### src/common/axi_pkg.sv
// AXI-side widths and types for the low-priority port
// Response code and controller FSM state encodings

`default_nettype none

package axi_pkg;

   localparam int unsigned AXI_ADDR_W = 32;
   localparam int unsigned AXI_ID_W   = 4;

   typedef logic [AXI_ADDR_W-1:0] axi_addr_t;
   typedef logic [AXI_ID_W-1:0]   axi_id_t;

   // Only OKAY is ever returned by this slave
   typedef enum logic [1:0] {
      OKAY   = 2'b00,
      SLVERR = 2'b10
   } axi_resp_e;

   typedef enum logic [1:0] {
      WR_IDLE,
      WR_REQ,
      WR_RESP
   } wr_state_e;

   typedef enum logic [1:0] {
      RD_IDLE,
      RD_REQ,
      RD_WAIT,
      RD_RESP
   } rd_state_e;

endpackage

`default_nettype wire

### src/common/l2_mem_pkg.sv
// Memory-side geometry for the interleaved L2 banks
// Word, byte-enable and address types shared by the interconnect and banks

`default_nettype none

package l2_mem_pkg;

   // Bank geometry
   localparam int unsigned NB_BANKS    = 4;
   localparam int unsigned BANK_SEL_W  = 2;
   localparam int unsigned ROW_W       = 8;
   localparam int unsigned DATA_W      = 64;
   localparam int unsigned NUM_BYTES   = DATA_W / 8;
   localparam int unsigned BYTE_OFF_W  = 3;
   localparam int unsigned WORD_ADDR_W = ROW_W + BANK_SEL_W;

   // Requester slots at the interconnect, HP is the fixed-priority one
   localparam int unsigned NB_REQ    = 3;
   localparam int unsigned REQ_IDX_W = 2;
   localparam logic [REQ_IDX_W-1:0] REQ_WR = 2'd0;
   localparam logic [REQ_IDX_W-1:0] REQ_RD = 2'd1;
   localparam logic [REQ_IDX_W-1:0] REQ_HP = 2'd2;

   typedef logic [DATA_W-1:0]      l2_data_t;
   typedef logic [NUM_BYTES-1:0]   l2_be_t;

   // Low BANK_SEL_W bits pick the bank, the rest is the row
   typedef logic [WORD_ADDR_W-1:0] l2_word_addr_t;
   typedef logic [ROW_W-1:0]       bank_row_t;
   typedef logic [BANK_SEL_W-1:0]  bank_sel_t;

endpackage

`default_nettype wire

### src/common/bank_req_if.sv
// Request, grant and read-response bundle for one memory access path
// Used between the requesters, the interconnect and the banks

`timescale 1ns/1ps
`default_nettype none

interface bank_req_if;
   import l2_mem_pkg::*;

   logic          req;
   // High means read
   logic          wen;
   l2_word_addr_t addr;
   l2_data_t      wdata;
   l2_be_t        be;
   // Same cycle as req
   logic          gnt;
   // One cycle after the grant
   logic          rvalid;
   l2_data_t      rdata;

   modport requester (output req, wen, addr, wdata, be, input gnt, rvalid, rdata);
   modport arbiter   (input req, wen, addr, wdata, be, output gnt, rvalid, rdata);

   // Bank side, addr carries the row only
   modport memory    (input req, wen, addr, wdata, be, output rvalid, rdata);

endinterface

`default_nettype wire

### src/verilog/axi_read_ctrl.sv
// Low-priority single-beat read controller
// Issues one bank read per AR and holds the R beat until it is taken

`timescale 1ns/1ps
`default_nettype none

module axi_read_ctrl (
   input  logic                 clk_i,
   input  logic                 arst_n_i,
   input  logic                 ar_valid_i,
   output logic                 ar_ready_o,
   input  axi_pkg::axi_addr_t   ar_addr_i,
   input  axi_pkg::axi_id_t     ar_id_i,
   output logic                 r_valid_o,
   input  logic                 r_ready_i,
   output axi_pkg::axi_id_t     r_id_o,
   output l2_mem_pkg::l2_data_t r_data_o,
   output axi_pkg::axi_resp_e   r_resp_o,
   output logic                 r_last_o,
   bank_req_if.requester        mem
);
   import axi_pkg::*;
   import l2_mem_pkg::*;

   rd_state_e     state_q, state_d;
   logic          accept;
   axi_id_t       id_q;
   l2_word_addr_t addr_q;
   l2_data_t      data_q;

   assign accept     = (state_q == RD_IDLE) && ar_valid_i;
   assign ar_ready_o = accept;

   always_comb begin
      state_d = state_q;
      case (state_q)
         RD_IDLE: if (accept)     state_d = RD_REQ;
         RD_REQ:  if (mem.gnt)    state_d = RD_WAIT;
         RD_WAIT: if (mem.rvalid) state_d = RD_RESP;
         RD_RESP: if (r_ready_i)  state_d = RD_IDLE;
         default:                 state_d = RD_IDLE;
      endcase
   end

   always_ff @(posedge clk_i or negedge arst_n_i) begin
      if (!arst_n_i) begin
         state_q <= RD_IDLE;
      end else begin
         state_q <= state_d;
      end
   end

   always_ff @(posedge clk_i) begin
      if (accept) begin
         id_q   <= ar_id_i;
         addr_q <= ar_addr_i[BYTE_OFF_W +: WORD_ADDR_W];
      end
      // Captured once, so R stays stable under back-pressure
      if ((state_q == RD_WAIT) && mem.rvalid) begin
         data_q <= mem.rdata;
      end
   end

   assign mem.req   = (state_q == RD_REQ);
   assign mem.wen   = 1'b1;
   assign mem.addr  = addr_q;
   assign mem.wdata = '0;
   assign mem.be    = '0;

   assign r_valid_o = (state_q == RD_RESP);
   assign r_id_o    = id_q;
   assign r_data_o  = data_q;
   assign r_resp_o  = OKAY;
   // Single beat per transaction
   assign r_last_o  = 1'b1;

endmodule

`default_nettype wire

### src/flat_wrapper.sv
// flat-port wrapper written by rule: the top's interface ports become plain ports
module axi_read_ctrl_flat import axi_pkg::*; import l2_mem_pkg::*;
  (clk_i, arst_n_i, ar_valid_i, ar_ready_o, ar_addr_i, ar_id_i, r_valid_o, r_ready_i, r_id_o, r_data_o, r_resp_o, r_last_o, mem_req, mem_wen, mem_addr, mem_wdata, mem_be, mem_gnt, mem_rvalid, mem_rdata);
  bank_req_if mem_i ();
  input  logic clk_i;
  input  logic arst_n_i;
  input  logic ar_valid_i;
  output logic ar_ready_o;
  input  axi_pkg::axi_addr_t ar_addr_i;
  input  axi_pkg::axi_id_t ar_id_i;
  output logic r_valid_o;
  input  logic r_ready_i;
  output axi_pkg::axi_id_t r_id_o;
  output l2_mem_pkg::l2_data_t r_data_o;
  output axi_pkg::axi_resp_e r_resp_o;
  output logic r_last_o;
  output wire logic [$bits(mem_i.req)-1:0] mem_req;
  output wire logic [$bits(mem_i.wen)-1:0] mem_wen;
  output wire logic [$bits(mem_i.addr)-1:0] mem_addr;
  output wire logic [$bits(mem_i.wdata)-1:0] mem_wdata;
  output wire logic [$bits(mem_i.be)-1:0] mem_be;
  input wire logic [$bits(mem_i.gnt)-1:0] mem_gnt;
  input wire logic [$bits(mem_i.rvalid)-1:0] mem_rvalid;
  input wire logic [$bits(mem_i.rdata)-1:0] mem_rdata;
  assign mem_req = mem_i.req;
  assign mem_wen = mem_i.wen;
  assign mem_addr = mem_i.addr;
  assign mem_wdata = mem_i.wdata;
  assign mem_be = mem_i.be;
  assign mem_i.gnt = mem_gnt;
  assign mem_i.rvalid = mem_rvalid;
  assign mem_i.rdata = mem_rdata;
  axi_read_ctrl u_core (.clk_i(clk_i), .arst_n_i(arst_n_i), .ar_valid_i(ar_valid_i), .ar_ready_o(ar_ready_o), .ar_addr_i(ar_addr_i), .ar_id_i(ar_id_i), .r_valid_o(r_valid_o), .r_ready_i(r_ready_i), .r_id_o(r_id_o), .r_data_o(r_data_o), .r_resp_o(r_resp_o), .r_last_o(r_last_o), .mem(mem_i));
endmodule
### config.mk
export PLATFORM = sky130hd
export DESIGN_NAME = axi_read_ctrl_flat
export DESIGN_NICKNAME = d
export VERILOG_FILES = /design/src/common/axi_pkg.sv /design/src/common/l2_mem_pkg.sv /design/src/common/bank_req_if.sv /design/src/verilog/axi_read_ctrl.sv /design/src/flat_wrapper.sv
export SDC_FILE = /design/constraint.sdc
export NUM_CORES = 1
export LEC_CHECK = 0
export BUFFER_PORTS_ARGS = -buffer_cell sky130_fd_sc_hd__buf_4
export CORE_AREA = 2 2 102 104
export DETAILED_ROUTE_END_ITERATION = 12
export DIE_AREA = 0 0 104 106
export GPL_TIMING_DRIVEN = 1
export PLACE_DENSITY_LB_ADDON = 0.05
export SYNTH_ARGS = -nofsm -noshare
export SYNTH_HDL_FRONTEND = slang
export SYNTH_SLANG_ARGS = --single-unit
### constraint.sdc
create_clock -name clk_i -period 3.85 [get_ports clk_i]
set_input_delay 0.9625 -clock clk_i [delete_from_list [all_inputs] [get_ports clk_i]]
set_output_delay 0.9625 -clock clk_i [all_outputs]
set_load 0.02 [all_outputs]
==> impl_results.md <==
- Status: completed
- Area growth, synth to finish: 43.3%
- Endpoints failing setup: 0
- Ys Warns: 0
- Max cap viols: 0
- Synth area leader: edfxtp_1
- CP Class: in2out
- Placement Setup Slack: 1.23 ns
- Mapped Area: 3140 um^2
- Synth Area in XOR/XNOR: 0
- Post-CTS sizing: 0
- Crit path capture type: primary output
- IO buf count: 164
- Number of global-route vias before repair: ~1700
- Complex-gate fraction of the synthesized area: 0.00876
- CTS clk-pin slew, worst paths: roughly 0.080 ns
- Placeable Area: 10000 um^2
- Starting Density: 0.314
- Cell Pwr Density: 595 nW/um^2
- Clock share of power: 0.279
- Boundary Pins: 263
- CTS Sinks: 80
- Inserted Diodes: 0
- Post-route cell area: 4500 um^2
- Tmin final: about 2.6 ns
- Largest family of logic cells by synthesized area: buffers and inverters
- Root buffer cell: clkbuf_8
- CP max stage cell: and2_2
- Synth Area in Adders: 0.0199
- Leakage: about 2 nW
- Sw Share: 0.300
- Sw Pwr: 0.000804 W
- Die width: 104 um
- Routed WL: 6650 um
- Nets@finish: 460
- Cell area after placement: between 4000 and 5000 um^2
- Pre-antenna DRT Iters: 4
- Simple-gate share of the synthesized area: 0.0139
- Initial antenna violation count: 0
- Max clock buf depth: 2
- RSZ-0062 raised after global routing: no
- Setup TNS: 0 ns
- Post-route ant nets: 0
- Final hold viol count: 0
- Layout cells sized above 1: 0.523
- Die Height: 106 um
- Cts hold-fix bufs: 0
- Max-slew headroom: 0.438
- Top delay family on crit path: simple AND/OR/NAND/NOR gates
- Worst EP required: 2.89 ns
- GP Congestion: roughly 0.71
- CP Launch Type: input pin
- Drt drc: 0
- Post-synthesis mux area share: 0.00797
- Post-CTS setup buffers: 0
- Rows: 37
- Post-Syn Instances: 175
- Sequential fraction of design power: 0.446
- Die area: 11000 um^2
- Data arrival, critical path: 1.65 ns
- Post-synthesis average cell area: 17.9 um^2
- P_int: around 0.0019 W
- Worst-path cell chain: buf_4, and2_2, buf_4
- Vias per Instance: 3.63
- Area contributors post-synth: edfxtp_1 (75%), buf_4 (18%), ha_1 (2.0%)
- Gr ovfl total: 0
- Num CTS Buffers: 9
- H-Tree Depth: 3
- All-Layer GR Usage: 0.117
- Worst slew pin tran: 0.842 ns
- Register area share after synthesis: 0.762
- Cell mode on critical path: buf_4
- Hold crit path type: in2async
- Worst Slack Setup Final: around 1.2 ns
- Library cells used by synthesis: 14
- Final hold slack: 0.389 ns
- TritonCTS clock tree: built
- Util after Layout: 0.450
- First-pass GRT wire length: 9380 um
- Top cell type's share of synthesized area: 0.746
- Period utilization: 0.678
- Max frequency: 383 MHz
- VDD IR max: 0.243 mV
- Yosys reg bits: 80
- Clock Skews: between 0.006 and 0.007 ns
- DR iter-0 viols: 27
- Largest stage delay, worst path: 0.37 ns
- DR WL/cell: about 14 um
- Slew Viols, Final: 0
- Clk_lat worst skew: 0.34 ns
- Gate power share: 0.275
- Bufs and invs on worst path: 2
- Worst Path Max Fanout: 15
- Fill count: 967
- Largest net degree at the start of global routing: 65
- Vias after detailed routing: 1777
-- metrics by stage --
| stage | cells | power (W) |
|---|---|---|
| floorplan | 249 | 0.00170 |
| global placement | 474 | 0.00196 |
| detailed placement | 474 | 0.00196 |
| CTS | 490 | 0.00272 |
| global route | 490 | 0.00281 |
| finish | 490 | 0.00268 |
-- registers in the layout, indices dropped and copies added, names as in the netlist --
signal	count
u_core.r_id_o	4
u_core.mem.addr	10
u_core.state_q	2
u_core.r_data_o	64
-- power by group through the flow --
| stage | Combinational [W] | Sequential (W) | Clock, W |
|---|---|---|---|
| finish | 0.000736 | 0.00119 | 0.000748 |
| global route | 0.000782 | 0.00121 | 0.000813 |
| CTS | 0.000750 | 0.00120 | 0.000777 |
| detailed placement | 0.000747 | 0.00122 | 0 |
| global placement | 0.000751 | 0.00121 | 0 |
| floorplan | 0.000312 | 0.00139 | 0 |
-- routing by layer --
layer  track usage  share of wire  routed length (um)  vias up
li1              -              -                   -      805
met1         0.132           0.38                2500      828
met2         0.200           0.51                3420      137
met3        0.0380          0.096                 641        7
met4        0.0579          0.014                  90        0
met5             0              0                   0        -
-- placed cells by master (no fill, tap or decap) --
| cell type | n |
|---|---|
| inv_1 | 3 |
| edfxtp_1 | 78 |
| dfrtp_1 | 2 |
| clkinvlp_4 | 1 |
| bufinv_16 | 3 |
| clkbuf_1 | 1 |
| buf_4 | 165 |
| nor2b_1 | 2 |
| conb_1 | 76 |
| mux2i_1 | 1 |
| mux2_4 | 1 |
| and2_2 | 2 |
| clkbuf_8 | 9 |
| nor2b_4 | 1 |
| ha_1 | 5 |
| a2111oi_4 | 1 |
| nor2_1 | 1 |
| inv_6 | 2 |
-- final timing paths --
kind / startpoint / endpoint / slack (ns) / cells after the start
worst max-delay path: ar_valid_i / ar_ready_o / 1.24 / 3
worst min-delay path: arst_n_i / u_core.state_q[1]$_DFFE_PN0P_ / 0.39 / 1
worst max register to register: u_core.state_q[0]$_DFFE_PN0P_ / u_core.r_data_o[43]$_DFFE_PP_ / 1.93 / 4
worst min register to register: u_core.state_q[1]$_DFFE_PN0P_ / u_core.state_q[1]$_DFFE_PN0P_ / 0.58 / 1
max in group asynchronous: arst_n_i / u_core.state_q[0]$_DFFE_PN0P_ / 3.38 / 1
min in group clk_i: u_core.state_q[1]$_DFFE_PN0P_ / u_core.state_q[1]$_DFFE_PN0P_ / 0.58 / 1
-- synth_stat cells --
library cell   n
mux2_4         1
dfrtp_1        2
nor2b_1        2
nor2b_4        1
and2_1         1
nor2_1         1
ha_1           5
inv_1          3
a2111oi_4      1
and2_2         1
conb_1         2
buf_4         76
mux2i_1        1
edfxtp_1      78
-- cells by family (layout without fill, tap and decap cells) --
| kind of cell | Yosys count | count (layout) |
|---|---|---|
| DFF | 80 | 80 |
| muxes | 2 | 2 |
| adders and majority gates | 5 | 5 |
| other | 2 | 76 |
| and+or+nand+nor | 6 | 6 |
| buffers and inverters | 79 | 184 |
| AOI/OAI and AO/OA | 1 | 1 |
-- layout make-up --
type,instances,area [um^2],area share
timing repair buffer,165,1240,0.275
multi-input combinational,90,445,0.0990
tap,136,170,0.0378
sequential,80,2390,0.532
clock buffer,10,128,0.0284
inverter,3,11.3,0.00250
clock inverter,6,115,0.0256
-- worst reg2reg max path, stage by stage, from the launching register on --
cell,delay (ns)
dfrtp_1,0.41
inv_1,0.13
ha_1,0.18
and2_2,0.14
buf_4,0.61
(Power assumes the default switching activity.)
