==> src/common/axi_pkg.sv <==
// AXI-side widths and types for the low-priority port
// Response code and controller FSM state encodings

`default_nettype none

package axi_pkg;

   localparam int unsigned AXI_ADDR_W = 32;
   localparam int unsigned AXI_ID_W   = 4;

   typedef logic [AXI_ADDR_W-1:0] axi_addr_t;
   typedef logic [AXI_ID_W-1:0]   axi_id_t;

   // Only OKAY is ever returned by this slave
   typedef enum logic [1:0] {
      OKAY   = 2'b00,
      SLVERR = 2'b10
   } axi_resp_e;

   typedef enum logic [1:0] {
      WR_IDLE,
      WR_REQ,
      WR_RESP
   } wr_state_e;

   typedef enum logic [1:0] {
      RD_IDLE,
      RD_REQ,
      RD_WAIT,
      RD_RESP
   } rd_state_e;

endpackage

`default_nettype wire

==> src/common/l2_mem_pkg.sv <==
// Memory-side geometry for the interleaved L2 banks
// Word, byte-enable and address types shared by the interconnect and banks

`default_nettype none

package l2_mem_pkg;

   // Bank geometry
   localparam int unsigned NB_BANKS    = 4;
   localparam int unsigned BANK_SEL_W  = 2;
   localparam int unsigned ROW_W       = 8;
   localparam int unsigned DATA_W      = 64;
   localparam int unsigned NUM_BYTES   = DATA_W / 8;
   localparam int unsigned BYTE_OFF_W  = 3;
   localparam int unsigned WORD_ADDR_W = ROW_W + BANK_SEL_W;

   // Requester slots at the interconnect, HP is the fixed-priority one
   localparam int unsigned NB_REQ    = 3;
   localparam int unsigned REQ_IDX_W = 2;
   localparam logic [REQ_IDX_W-1:0] REQ_WR = 2'd0;
   localparam logic [REQ_IDX_W-1:0] REQ_RD = 2'd1;
   localparam logic [REQ_IDX_W-1:0] REQ_HP = 2'd2;

   typedef logic [DATA_W-1:0]      l2_data_t;
   typedef logic [NUM_BYTES-1:0]   l2_be_t;

   // Low BANK_SEL_W bits pick the bank, the rest is the row
   typedef logic [WORD_ADDR_W-1:0] l2_word_addr_t;
   typedef logic [ROW_W-1:0]       bank_row_t;
   typedef logic [BANK_SEL_W-1:0]  bank_sel_t;

endpackage

`default_nettype wire

==> src/common/bank_req_if.sv <==
// Request, grant and read-response bundle for one memory access path
// Used between the requesters, the interconnect and the banks

`timescale 1ns/1ps
`default_nettype none

interface bank_req_if;
   import l2_mem_pkg::*;

   logic          req;
   // High means read
   logic          wen;
   l2_word_addr_t addr;
   l2_data_t      wdata;
   l2_be_t        be;
   // Same cycle as req
   logic          gnt;
   // One cycle after the grant
   logic          rvalid;
   l2_data_t      rdata;

   modport requester (output req, wen, addr, wdata, be, input gnt, rvalid, rdata);
   modport arbiter   (input req, wen, addr, wdata, be, output gnt, rvalid, rdata);

   // Bank side, addr carries the row only
   modport memory    (input req, wen, addr, wdata, be, output rvalid, rdata);

endinterface

`default_nettype wire

==> src/verilog/axi_write_ctrl.sv <==
// Low-priority single-beat write controller
// Takes AW and W together, issues one bank write, returns the B response

`timescale 1ns/1ps
`default_nettype none

module axi_write_ctrl (
   input  logic                 clk_i,
   input  logic                 arst_n_i,
   input  logic                 aw_valid_i,
   output logic                 aw_ready_o,
   input  axi_pkg::axi_addr_t   aw_addr_i,
   input  axi_pkg::axi_id_t     aw_id_i,
   input  logic                 w_valid_i,
   output logic                 w_ready_o,
   input  l2_mem_pkg::l2_data_t w_data_i,
   input  l2_mem_pkg::l2_be_t   w_strb_i,
   output logic                 b_valid_o,
   input  logic                 b_ready_i,
   output axi_pkg::axi_id_t     b_id_o,
   output axi_pkg::axi_resp_e   b_resp_o,
   bank_req_if.requester        mem
);
   import axi_pkg::*;
   import l2_mem_pkg::*;

   wr_state_e     state_q, state_d;
   logic          accept;
   axi_id_t       id_q;
   l2_word_addr_t addr_q;
   l2_data_t      data_q;
   l2_be_t        strb_q;

   // Address and data are taken in the same cycle
   assign accept     = (state_q == WR_IDLE) && aw_valid_i && w_valid_i;
   assign aw_ready_o = accept;
   assign w_ready_o  = accept;

   always_comb begin
      state_d = state_q;
      case (state_q)
         WR_IDLE: if (accept)    state_d = WR_REQ;
         WR_REQ:  if (mem.gnt)   state_d = WR_RESP;
         WR_RESP: if (b_ready_i) state_d = WR_IDLE;
         default:                state_d = WR_IDLE;
      endcase
   end

   always_ff @(posedge clk_i or negedge arst_n_i) begin
      if (!arst_n_i) begin
         state_q <= WR_IDLE;
      end else begin
         state_q <= state_d;
      end
   end

   // Drop the byte offset, keep only the word address bits
   always_ff @(posedge clk_i) begin
      if (accept) begin
         id_q   <= aw_id_i;
         addr_q <= aw_addr_i[BYTE_OFF_W +: WORD_ADDR_W];
         data_q <= w_data_i;
         strb_q <= w_strb_i;
      end
   end

   assign mem.req   = (state_q == WR_REQ);
   assign mem.wen   = 1'b0;
   assign mem.addr  = addr_q;
   assign mem.wdata = data_q;
   assign mem.be    = strb_q;

   assign b_valid_o = (state_q == WR_RESP);
   assign b_id_o    = id_q;
   assign b_resp_o  = OKAY;

endmodule

`default_nettype wire
==> src/flat_wrapper.sv <==
// flat-port wrapper written by rule: the top's interface ports become plain ports
module axi_write_ctrl_flat import axi_pkg::*; import l2_mem_pkg::*;
  (clk_i, arst_n_i, aw_valid_i, aw_ready_o, aw_addr_i, aw_id_i, w_valid_i, w_ready_o, w_data_i, w_strb_i, b_valid_o, b_ready_i, b_id_o, b_resp_o, mem_req, mem_wen, mem_addr, mem_wdata, mem_be, mem_gnt, mem_rvalid, mem_rdata);
  bank_req_if mem_i ();
  input  logic clk_i;
  input  logic arst_n_i;
  input  logic aw_valid_i;
  output logic aw_ready_o;
  input  axi_pkg::axi_addr_t aw_addr_i;
  input  axi_pkg::axi_id_t aw_id_i;
  input  logic w_valid_i;
  output logic w_ready_o;
  input  l2_mem_pkg::l2_data_t w_data_i;
  input  l2_mem_pkg::l2_be_t w_strb_i;
  output logic b_valid_o;
  input  logic b_ready_i;
  output axi_pkg::axi_id_t b_id_o;
  output axi_pkg::axi_resp_e b_resp_o;
  output wire logic [$bits(mem_i.req)-1:0] mem_req;
  output wire logic [$bits(mem_i.wen)-1:0] mem_wen;
  output wire logic [$bits(mem_i.addr)-1:0] mem_addr;
  output wire logic [$bits(mem_i.wdata)-1:0] mem_wdata;
  output wire logic [$bits(mem_i.be)-1:0] mem_be;
  input wire logic [$bits(mem_i.gnt)-1:0] mem_gnt;
  input wire logic [$bits(mem_i.rvalid)-1:0] mem_rvalid;
  input wire logic [$bits(mem_i.rdata)-1:0] mem_rdata;
  assign mem_req = mem_i.req;
  assign mem_wen = mem_i.wen;
  assign mem_addr = mem_i.addr;
  assign mem_wdata = mem_i.wdata;
  assign mem_be = mem_i.be;
  assign mem_i.gnt = mem_gnt;
  assign mem_i.rvalid = mem_rvalid;
  assign mem_i.rdata = mem_rdata;
  axi_write_ctrl u_core (.clk_i(clk_i), .arst_n_i(arst_n_i), .aw_valid_i(aw_valid_i), .aw_ready_o(aw_ready_o), .aw_addr_i(aw_addr_i), .aw_id_i(aw_id_i), .w_valid_i(w_valid_i), .w_ready_o(w_ready_o), .w_data_i(w_data_i), .w_strb_i(w_strb_i), .b_valid_o(b_valid_o), .b_ready_i(b_ready_i), .b_id_o(b_id_o), .b_resp_o(b_resp_o), .mem(mem_i));
endmodule
==> config.mk <==
export PLATFORM = sky130hd
export DESIGN_NAME = axi_write_ctrl_flat
export DESIGN_NICKNAME = d
export VERILOG_FILES = /design/src/common/axi_pkg.sv /design/src/common/l2_mem_pkg.sv /design/src/common/bank_req_if.sv /design/src/verilog/axi_write_ctrl.sv /design/src/flat_wrapper.sv
export SDC_FILE = /design/constraint.sdc
export NUM_CORES = 1
export LEC_CHECK = 0
export BUFFER_PORTS_ARGS = -buffer_cell sky130_fd_sc_hd__buf_2
export CORE_MARGIN = 8
export CORE_UTILIZATION = 30
export DETAILED_ROUTE_END_ITERATION = 10
export MAX_ROUTING_LAYER = met4
export PLACE_DENSITY = 0.77
export SETUP_SLACK_MARGIN = 0.05
export SLEW_MARGIN = 20
export SYNTH_ARGS = -nofsm -noshare
export SYNTH_HDL_FRONTEND = slang
export SYNTH_SLANG_ARGS = --single-unit
==> constraint.sdc <==
create_clock -name clk_i -period 22.8 [get_ports clk_i]
set_clock_uncertainty 0.15 [all_clocks]
set_input_delay 4.56 -clock clk_i [delete_from_list [all_inputs] [get_ports clk_i]]
set_output_delay 4.56 -clock clk_i [all_outputs]
set_load 0.05 [all_outputs]
==> results of run 1 <==
-- critical path, stage by stage --
cell and delay, ns:
sky130_fd_sc_hd__buf_2 0.08, sky130_fd_sc_hd__nand2_1 0.07, sky130_fd_sc_hd__nor3_2 0.46, sky130_fd_sc_hd__buf_4 0.55, sky130_fd_sc_hd__buf_2 0.36
-- state kept, by name, summed over array words and instances, names as in the netlist --
register / count
u_core.b_id_o: 4
u_core.state_q: 2
u_core.mem.wdata: 64
u_core.mem.addr: 10
u_core.mem.be: 8
-- worst max-delay path by stage --
stage	endpoint	cells past startpoint	slack (ns)	from
6_report	aw_ready_o	5	11.99	w_valid_i
5_1_grt	aw_ready_o	5	11.85	w_valid_i
4_1_cts	aw_ready_o	5	11.94	w_valid_i
3_5_place_dp	aw_ready_o	5	11.94	w_valid_i
3_3_place_gp	aw_ready_o	5	12.01	w_valid_i
2_1_floorplan	w_ready_o	3	5.67	w_valid_i
-- cells by family (layout without fill, tap and decap cells) --
family	Yosys count	in the layout
buffers and inverters	5	200
AOI/OAI and AO/OA	2	2
DFF	88	88
other	1	4
and+or+nand+nor	5	5
-- stage by stage --
stage / instances / utilization (%) / setup slack, ns / instance area [um2] / power [uW]
after CTS: 406 / 45.3 / 11.94 / 3970 / 382
after global placement: 390 / 42.8 / 12.01 / 3750 / 265
after global routing: 407 / 45.3 / 11.85 / 3970 / 390
after detailed placement: 390 / 42.8 / 11.94 / 3750 / 267
after floorplan: 103 / - / 5.67 / 2720 / 249
final: 407 / 45.3 / 11.99 / 3970 / 375
-- report_power, final --
| part | internal (uW) | leakage, uW | switching (uW) | total (uW) |
|---|---|---|---|---|
| Combinational | 13.8 | 0.000763 | 53.0 | 66.8 |
| Sequential | 192 | 0.000821 | 3.12 | 195 |
| Clock | 61.3 | 0.000102 | 52.4 | 114 |
-- cell type report --
| type | count | share of cell area (%) |
|---|---|---|
| tap | 108 | 3.40 |
| clock inverter | 6 | 2.11 |
| clock buffer | 10 | 3.22 |
| inverter | 1 | 0.0946 |
| antenna | 1 | 0.0631 |
| timing repair buffer | 183 | 23.2 |
| sequential | 88 | 66.3 |
| multi-input combinational | 10 | 1.58 |
-- per-layer routing --
layer | part of all wire [%] | routed length, um
met1 | 41 | 3060
met5 | 0 | 0
met3 | 13 | 1000
met4 | 2.4 | 178
met2 | 43 | 3230
-- cells in the final DEF, fill, tap and decap left out, drive strengths merged --
master	count
clkinvlp	1
dfrtp	2
clkinv	3
diode	1
inv	1
nor2b	2
bufinv	2
nand2	1
o31ai	1
a22o	1
clkbuf	10
nor3	1
buf	183
conb	3
or3b	1
edfxtp	86
==> results.md, run 1 <==
- In this run the tightest slew margin relative to its limit is 59.9%.
- The count of nets left with antenna violations after detail routing is 0.
- The worst hold path terminates at u_core.state_q[0]$_DFFE_PN0P_.
- The initial standard-cell utilization of the core is 31.0%.
- The portion of synthesized area spent on multiplexers is 0%.
- Dividing the detail-routed via count by the number of cells gives 4.19.
- After floorplanning, the core was divided into 34 placement rows.
- The reg-to-reg critical path endpoint is u_core.mem.wdata[55]$_DFFE_PP_.
- The height of the die is 111 um.
- Setup total negative slack on the finished layout was measured at 0 ns.
- The top-area cell type share of the netlist area is 95.1%.
- The synthesized netlist devotes 0% of its cell area to adder and majority cells.
- The share of flip-flops with an asynchronous set or reset is 2.27%.
- The clock input transition at the sequential cells of the worst setup and hold paths is 0.08 ns.
- The synthesized netlist devotes 1.11% of its cell area to simple gates.
- The total overflow left after global routing is 0.
- The number of primary I/O pins is 272.
- In the final layout, flip-flops and latches occupy 0.00263 mm2.
- The final setup violation count is 0.
- Entering global routing, the biggest net connects 43 pins.
- The met1 track demand over resource in global routing is 13.3%.
- The layer flagged by global routing as most heavily used is met2.
- After synthesis the netlist holds a flip-flop and latch count of 88.
- The final-stage net count is 472.
- The synthesized netlist contains 11 unique library cells.
- Counting every sink on the clock net gives 88.
- In the routed design, unresolved DRC markers number 0.
- The number of hold violations in the final report is 0.
- In this run, post-CTS hold repair placed 0 buffers.
- The path type of the worst min-delay path is reg -> reg.
- The commonest cells after synthesis are sky130_fd_sc_hd__edfxtp_1 (86), sky130_fd_sc_hd__buf_4 (4), sky130_fd_sc_hd__dfrtp_1 (2), sky130_fd_sc_hd__nor2b_1 (2).
- The total count of max-transition violations in the final report is 0.
- Summing over every cut layer, the via total after detailed routing is 1706.
- Synthesis handed over a netlist of 101 instances.
- Summing the areas of all compound-gate instances in the mapped netlist gives 0.599% of the synthesized area.
- In this run the register-to-register setup slack is 20.74 ns.
- Counting flops with a built-in enable in the synthesized netlist gives 86.
- The most frequently used cell type in the post-synthesis netlist is sky130_fd_sc_hd__edfxtp_1.
- The maximum root-to-sink buffer count is 2.
- For this run, the number of Yosys warnings is 0.
- In this run the number of H-tree levels came out at 3.
- The source-to-sink clock delay at the later pin of the worst-skew pair is 0.34 ns.
- The number of gates resized after CTS was 0.
- The xor-xnor portion of the synthesized cell area is 0%.
- The post-route netlist has 66.1% of its cells at a drive strength greater than 1.
- Across the VDD grid, the largest voltage drop is 47.5 uV.
- The die width is 111 um.
- The floorplan step defined a core boundary enclosing 0.00876 mm2.
- The buffer type at the clock tree root is sky130_fd_sc_hd__clkbuf_8.
- The kind of end point of the critical path is an output pin.
- The library cell occupying the most area in the post-synthesis netlist is sky130_fd_sc_hd__edfxtp_1.
- In this run the worst path has a maximum fanout of 42.
- Setup repair after global routing left no endpoint under its margin.
- The routability congestion estimate from global placement is 0.727.
- For this design the ratio of total power to cell area is 94.6 mW/mm2.
- The most used flip-flop cell after synthesis is sky130_fd_sc_hd__edfxtp_1.
- The global routing met2 resource utilization is 16.8%.
- The global-route met3 utilization is 6.39%.
- The number of fillers in the final layout is 780.
- After synthesis, the largest family of logic cells by area is buffers and inverters.
- The post-synthesis to final-layout area growth is 46.1%.
- The worst setup path is launched from an input port.
- Of the available clock period, the critical path in the final layout requires 47.4%.
- The worst setup path is of the in -> out kind.
- The clock tree from TritonCTS is done.
- The first-pass GRT wire length is 10.9 mm.
- Port buffering added 181 buffers.
- The routed design has 7.47 mm of wire.
- The via count of the first global-routing pass is 1870.
- The combined area of the multi-input logic cells is 62.6 um2.
- The highest achievable clock rate is 92.5 MHz.
- In the final routed layout, each cell accounts on average for 18.3 um.
- The number of buffers added for setup after CTS is 0.
- The half-perimeter wire length after detailed placement is 6.01 mm.
- The detailed router finished its first iteration with 77 violations.
- For the finished layout, the period the worst path requires is 10.81 ns.
- For the worst setup path, the data arrival time is 6.10 ns.
- The average instance in the mapped netlist occupies 26.9 um2.
- The worst hold path begins at u_core.state_q[0]$_DFFE_PN0P_.
- Ranked by total cell area, the synthesized netlist is headed by sky130_fd_sc_hd__edfxtp_1 (95%), sky130_fd_sc_hd__dfrtp_1 (1.8%), sky130_fd_sc_hd__buf_4 (1.1%), sky130_fd_sc_hd__nor2b_1 (0.46%), sky130_fd_sc_hd__a22o_1 (0.32%).
- The number of CTS-inserted buffers is 9.
- The number of antenna violations at the first check in global routing is 1.
- The die footprint is 0.0124 mm2.
- In the global route stage, overall resource usage came out at 11.9%.
- STA puts the critical path data required time at 18.09 ns.
- The run finished with clean final reports.
- The depth of the most critical reg-to-reg path is 2.
- The first-pass iteration count of the detailed router is 4.
- Summing the sequential cell areas from Yosys gives 96.9% of the chip area.
- The hold path depth is 1.
- Across all hold checks on the routed design, the worst slack comes to 0.398 ns.
- The number of maximum-capacitance violations is 0.
- The worst register-to-register path begins at u_core.state_q[0]$_DFFE_PN0P_.
- For the pin with the worst max-slew slack, the measured transition is 0.598 ns.
- The standby leakage power is 0.00168 uW.
- In this run the cell area of the synthesized design comes to 0.00272 mm2.
(Power assumes the default switching activity.)
==> run 2, diff against run 1 <==
- clock period: 22.8 -> 10.9 ns (I/O delays scaled with it)
==> results.md, run 2 (synthesis results as in run 1) <==
- The run finished with clean final reports.
- Prior to clock tree synthesis, the placed netlist has a worst setup slack of 5.14 ns.
- The total overflow reported by the global router is 0.
- After the last flow step, the layout net total stands at 472.
- The library cells used most frequently in the layout, excluding fill and tap cells, are sky130_fd_sc_hd__buf_2 (181), sky130_fd_sc_hd__edfxtp_1 (86), sky130_fd_sc_hd__clkbuf_8 (9).
- In this run the power spent charging and discharging nets is 237 uW.
- For the worst setup path, the data arrival time is 3.40 ns.
- For the pin with the worst max-slew slack, the measured transition is 0.586 ns.
- The overall via count from detail_route is 1711.
- The kind of end point of the critical path is an output pin.
- The critical path in this run is classified as in -> out.
- The cell depth of the worst setup path is 5.
- The register with the most flip-flops in the layout has 64 of them.
- For this block, the routed nets add up to 7.45 mm of wire.
- Among all stages on the critical path, the largest delay is contributed by sky130_fd_sc_hd__buf_4.
- For flop-to-flop paths, the worst setup slack is 9.20 ns.
- After global routing, the most crowded layer is met2.
- The sum of buffers and inverters on the critical path is 3.
- The number of fillers in the final layout is 784.
- The endpoint identified for the worst register-to-register timing path is u_core.b_id_o[1]$_DFFE_PP_.
- The worst setup path startpoint is w_valid_i.
- The source-to-sink clock delay at the later pin of the worst-skew pair is 0.34 ns.
- The die footprint is 0.0124 mm2.
- Clock-pin slew was measured on the worst setup and hold paths at 0.09 ns.
- The share of power burned in registers is 52.6%.
- The final clock period utilization by the worst path is 52.6%.
- The number of buffers inserted by hold repair at cts is 0.
- The routability congestion estimate from global placement is 0.749.
- The maximum number of pins on one net before global-route repair is 48.
- The most frequent standard cell in the layout excluding fill and tap cells is sky130_fd_sc_hd__buf_2.
- The depth of the most critical reg-to-reg path is 2.
- The buffer type at the clock tree root is sky130_fd_sc_hd__clkbuf_8.
- Before antenna repair, the detailed router went through 4 iterations.
- The timing endpoint of the critical path is w_ready_o.
- The area used by sequential logic in the layout is 0.00263 mm2.
- The dominant delay contributor by cell family on the critical path is buffers and inverters.
- The kind of start point of the critical path is an input port.
- The number of gates resized after CTS was 0.
- The worst supply voltage drop on vdd is 72.0 uV.
- The global router's overall resource usage is 12.2%.
- In this run the tightest slew margin relative to its limit is 60.9%.
- The cell row count is 34.
- The number of buffers added for setup after CTS is 0.
- For this block, the initial DRC count from the detailed router was 75.
- The critical path goes through buf_2 > nand2_1 > nor3_4 > buf_4 > buf_2.
- For this configuration, the core starts out at a cell density of 31.0%.
- The standby leakage power is 0.00168 uW.
- The path class of the tightest hold or removal check is reg -> reg.
- The most numerous cell type found on the critical path is sky130_fd_sc_hd__buf_2.
- The number of antenna violations at the first check in global routing came to 2.
- The via count of the first global-routing pass was 1960.
- The total count of max-transition violations in the final report was 0.
- The detail-routed via count per cell is 4.19.
- The number of maximum-capacitance violations is 0.
- The area growth from synthesis to layout is 46.1%.
- The average wire per standard cell is 18.3 um.
- Summing all multi-input logic gate instances after layout gives 68.8 um2.
- The number of hold violations in the final report was 0.
- Setup repair after global routing left no endpoint under its margin.
- TritonCTS built the clock tree.
- The first global-routing pass estimated 11.2 mm of wire.
- Data on the critical path is required at its endpoint by 8.57 ns.
- The share of post-route cells with drive strength above 1 is 66.8%.
- The clock network fraction of total power is 29.3%.
- Global routing used 13.5% of the available met1 tracks.
- The number of buffers added on ports is 181.
- The internal power summed over all cells is 539 uW.
- The startpoint identified for the worst register-to-register timing path is u_core.state_q[0]$_DFFE_PN0P_.
- Global routing used 5.84% of the available met3 tracks.
- The worst-case setup margin in the final layout is 5.17 ns.
- In this run the remaining antenna-violating nets after routing total 0.
- The power per cell area is 196 mW/mm2.
- The switching part of the total is 30.6%.
- In this run, the combinational gates consume 18.1% of the power.
- After detailed routing, the number of remaining DRC violations is 0.
- The number of primary I/O pins is 272.
- In this run the standard cell core region covers 0.00876 mm2.
- Static timing analysis puts the maximum clock frequency at 174 MHz.
- Summed over all failing endpoints, the final setup total negative slack is 0 ns.
- Clock tree synthesis inserted a total of 9 buffers.
- The worst stage delay on the critical path is 0.50 ns.
- The CTS sink count is 88.
- Setup violations remaining at the end of the flow were counted as 0.
- Counting along the longest clock path gives a buffer depth of 2.
- The H-tree generated during clock tree synthesis spans 3 levels.
- The maximum fanout along the worst path is 47.
- The die width is 111 um.
- The wire-length estimate of the detail-placed layout is 5.92 mm.
- From bottom edge to top edge, the die measures 111 um.
- The final period demand of the worst path is 5.73 ns.
- The global routing met2 resource utilization is 18.3%.
==> run 2: changes by cell type in the layout (fill, tap and decap cells not counted), sizes merged <==
cell / delta
clkinv: -2
inv: +3
clkinvlp: +1
bufinv: -1
diode: +1
clkbuf: -1
==> run 2: final cells by class <==
| cell class | instances | area share [%] |
|---|---|---|
| Timing Repair Buffer | 183 | 23.2 |
| Clock buffer | 9 | 3.12 |
| Multi-Input combinational cell | 10 | 1.73 |
| Antenna cell | 2 | 0.126 |
| Sequential cell | 88 | 66.4 |
| Inverter | 1 | 0.0946 |
| Clock inverter | 7 | 1.96 |
| Tap cell | 108 | 3.41 |
==> run 2: power by group through the flow <==
stage | clock network [uW] | logic [uW] | registers [uW]
final | 228 | 140 | 408
after detailed placement | 0 | 142 | 417
after global placement | 0 | 140 | 415
after CTS | 236 | 142 | 409
after global routing | 250 | 147 | 411
after floorplan | 0 | 24.5 | 493
==> run 2: per-layer routing <==
metal  part of all wire [%]  up-vias  wire length (um)
met5                      0        -                 0
met3                     12        7               924
li1                       -      781                 -
met2                     46      131              3410
met4                    1.2        0                91
met1                     41      792              3020
==> run 2: stage by stage <==
step                util, %  hold slack, ns  std cells  cell area [um2]  power, uW
floorplan                 -           0.348        103             2730        518
global placement       42.9           0.406        390             3760        555
global route           45.3           0.480        408             3970        808
CTS                    45.2           0.438        406             3960        787
finish                 45.3           0.434        408             3970        776
detailed placement     42.9           0.413        390             3760        559
==> run 2: how the worst min path moves through the flow <==
stage	startpoint	endpoint	slack, ns	cells past startpoint
after floorplan	u_core.state_q[0]$_DFFE_PN0P_	u_core.state_q[0]$_DFFE_PN0P_	0.35	1
after global placement	u_core.state_q[1]$_DFFE_PN0P_	u_core.state_q[0]$_DFFE_PN0P_	0.41	1
after detailed placement	u_core.state_q[0]$_DFFE_PN0P_	u_core.state_q[0]$_DFFE_PN0P_	0.41	1
after CTS	u_core.state_q[0]$_DFFE_PN0P_	u_core.state_q[0]$_DFFE_PN0P_	0.44	1
after global routing	u_core.state_q[1]$_DFFE_PN0P_	u_core.state_q[0]$_DFFE_PN0P_	0.48	1
final	u_core.state_q[0]$_DFFE_PN0P_	u_core.state_q[0]$_DFFE_PN0P_	0.43	1
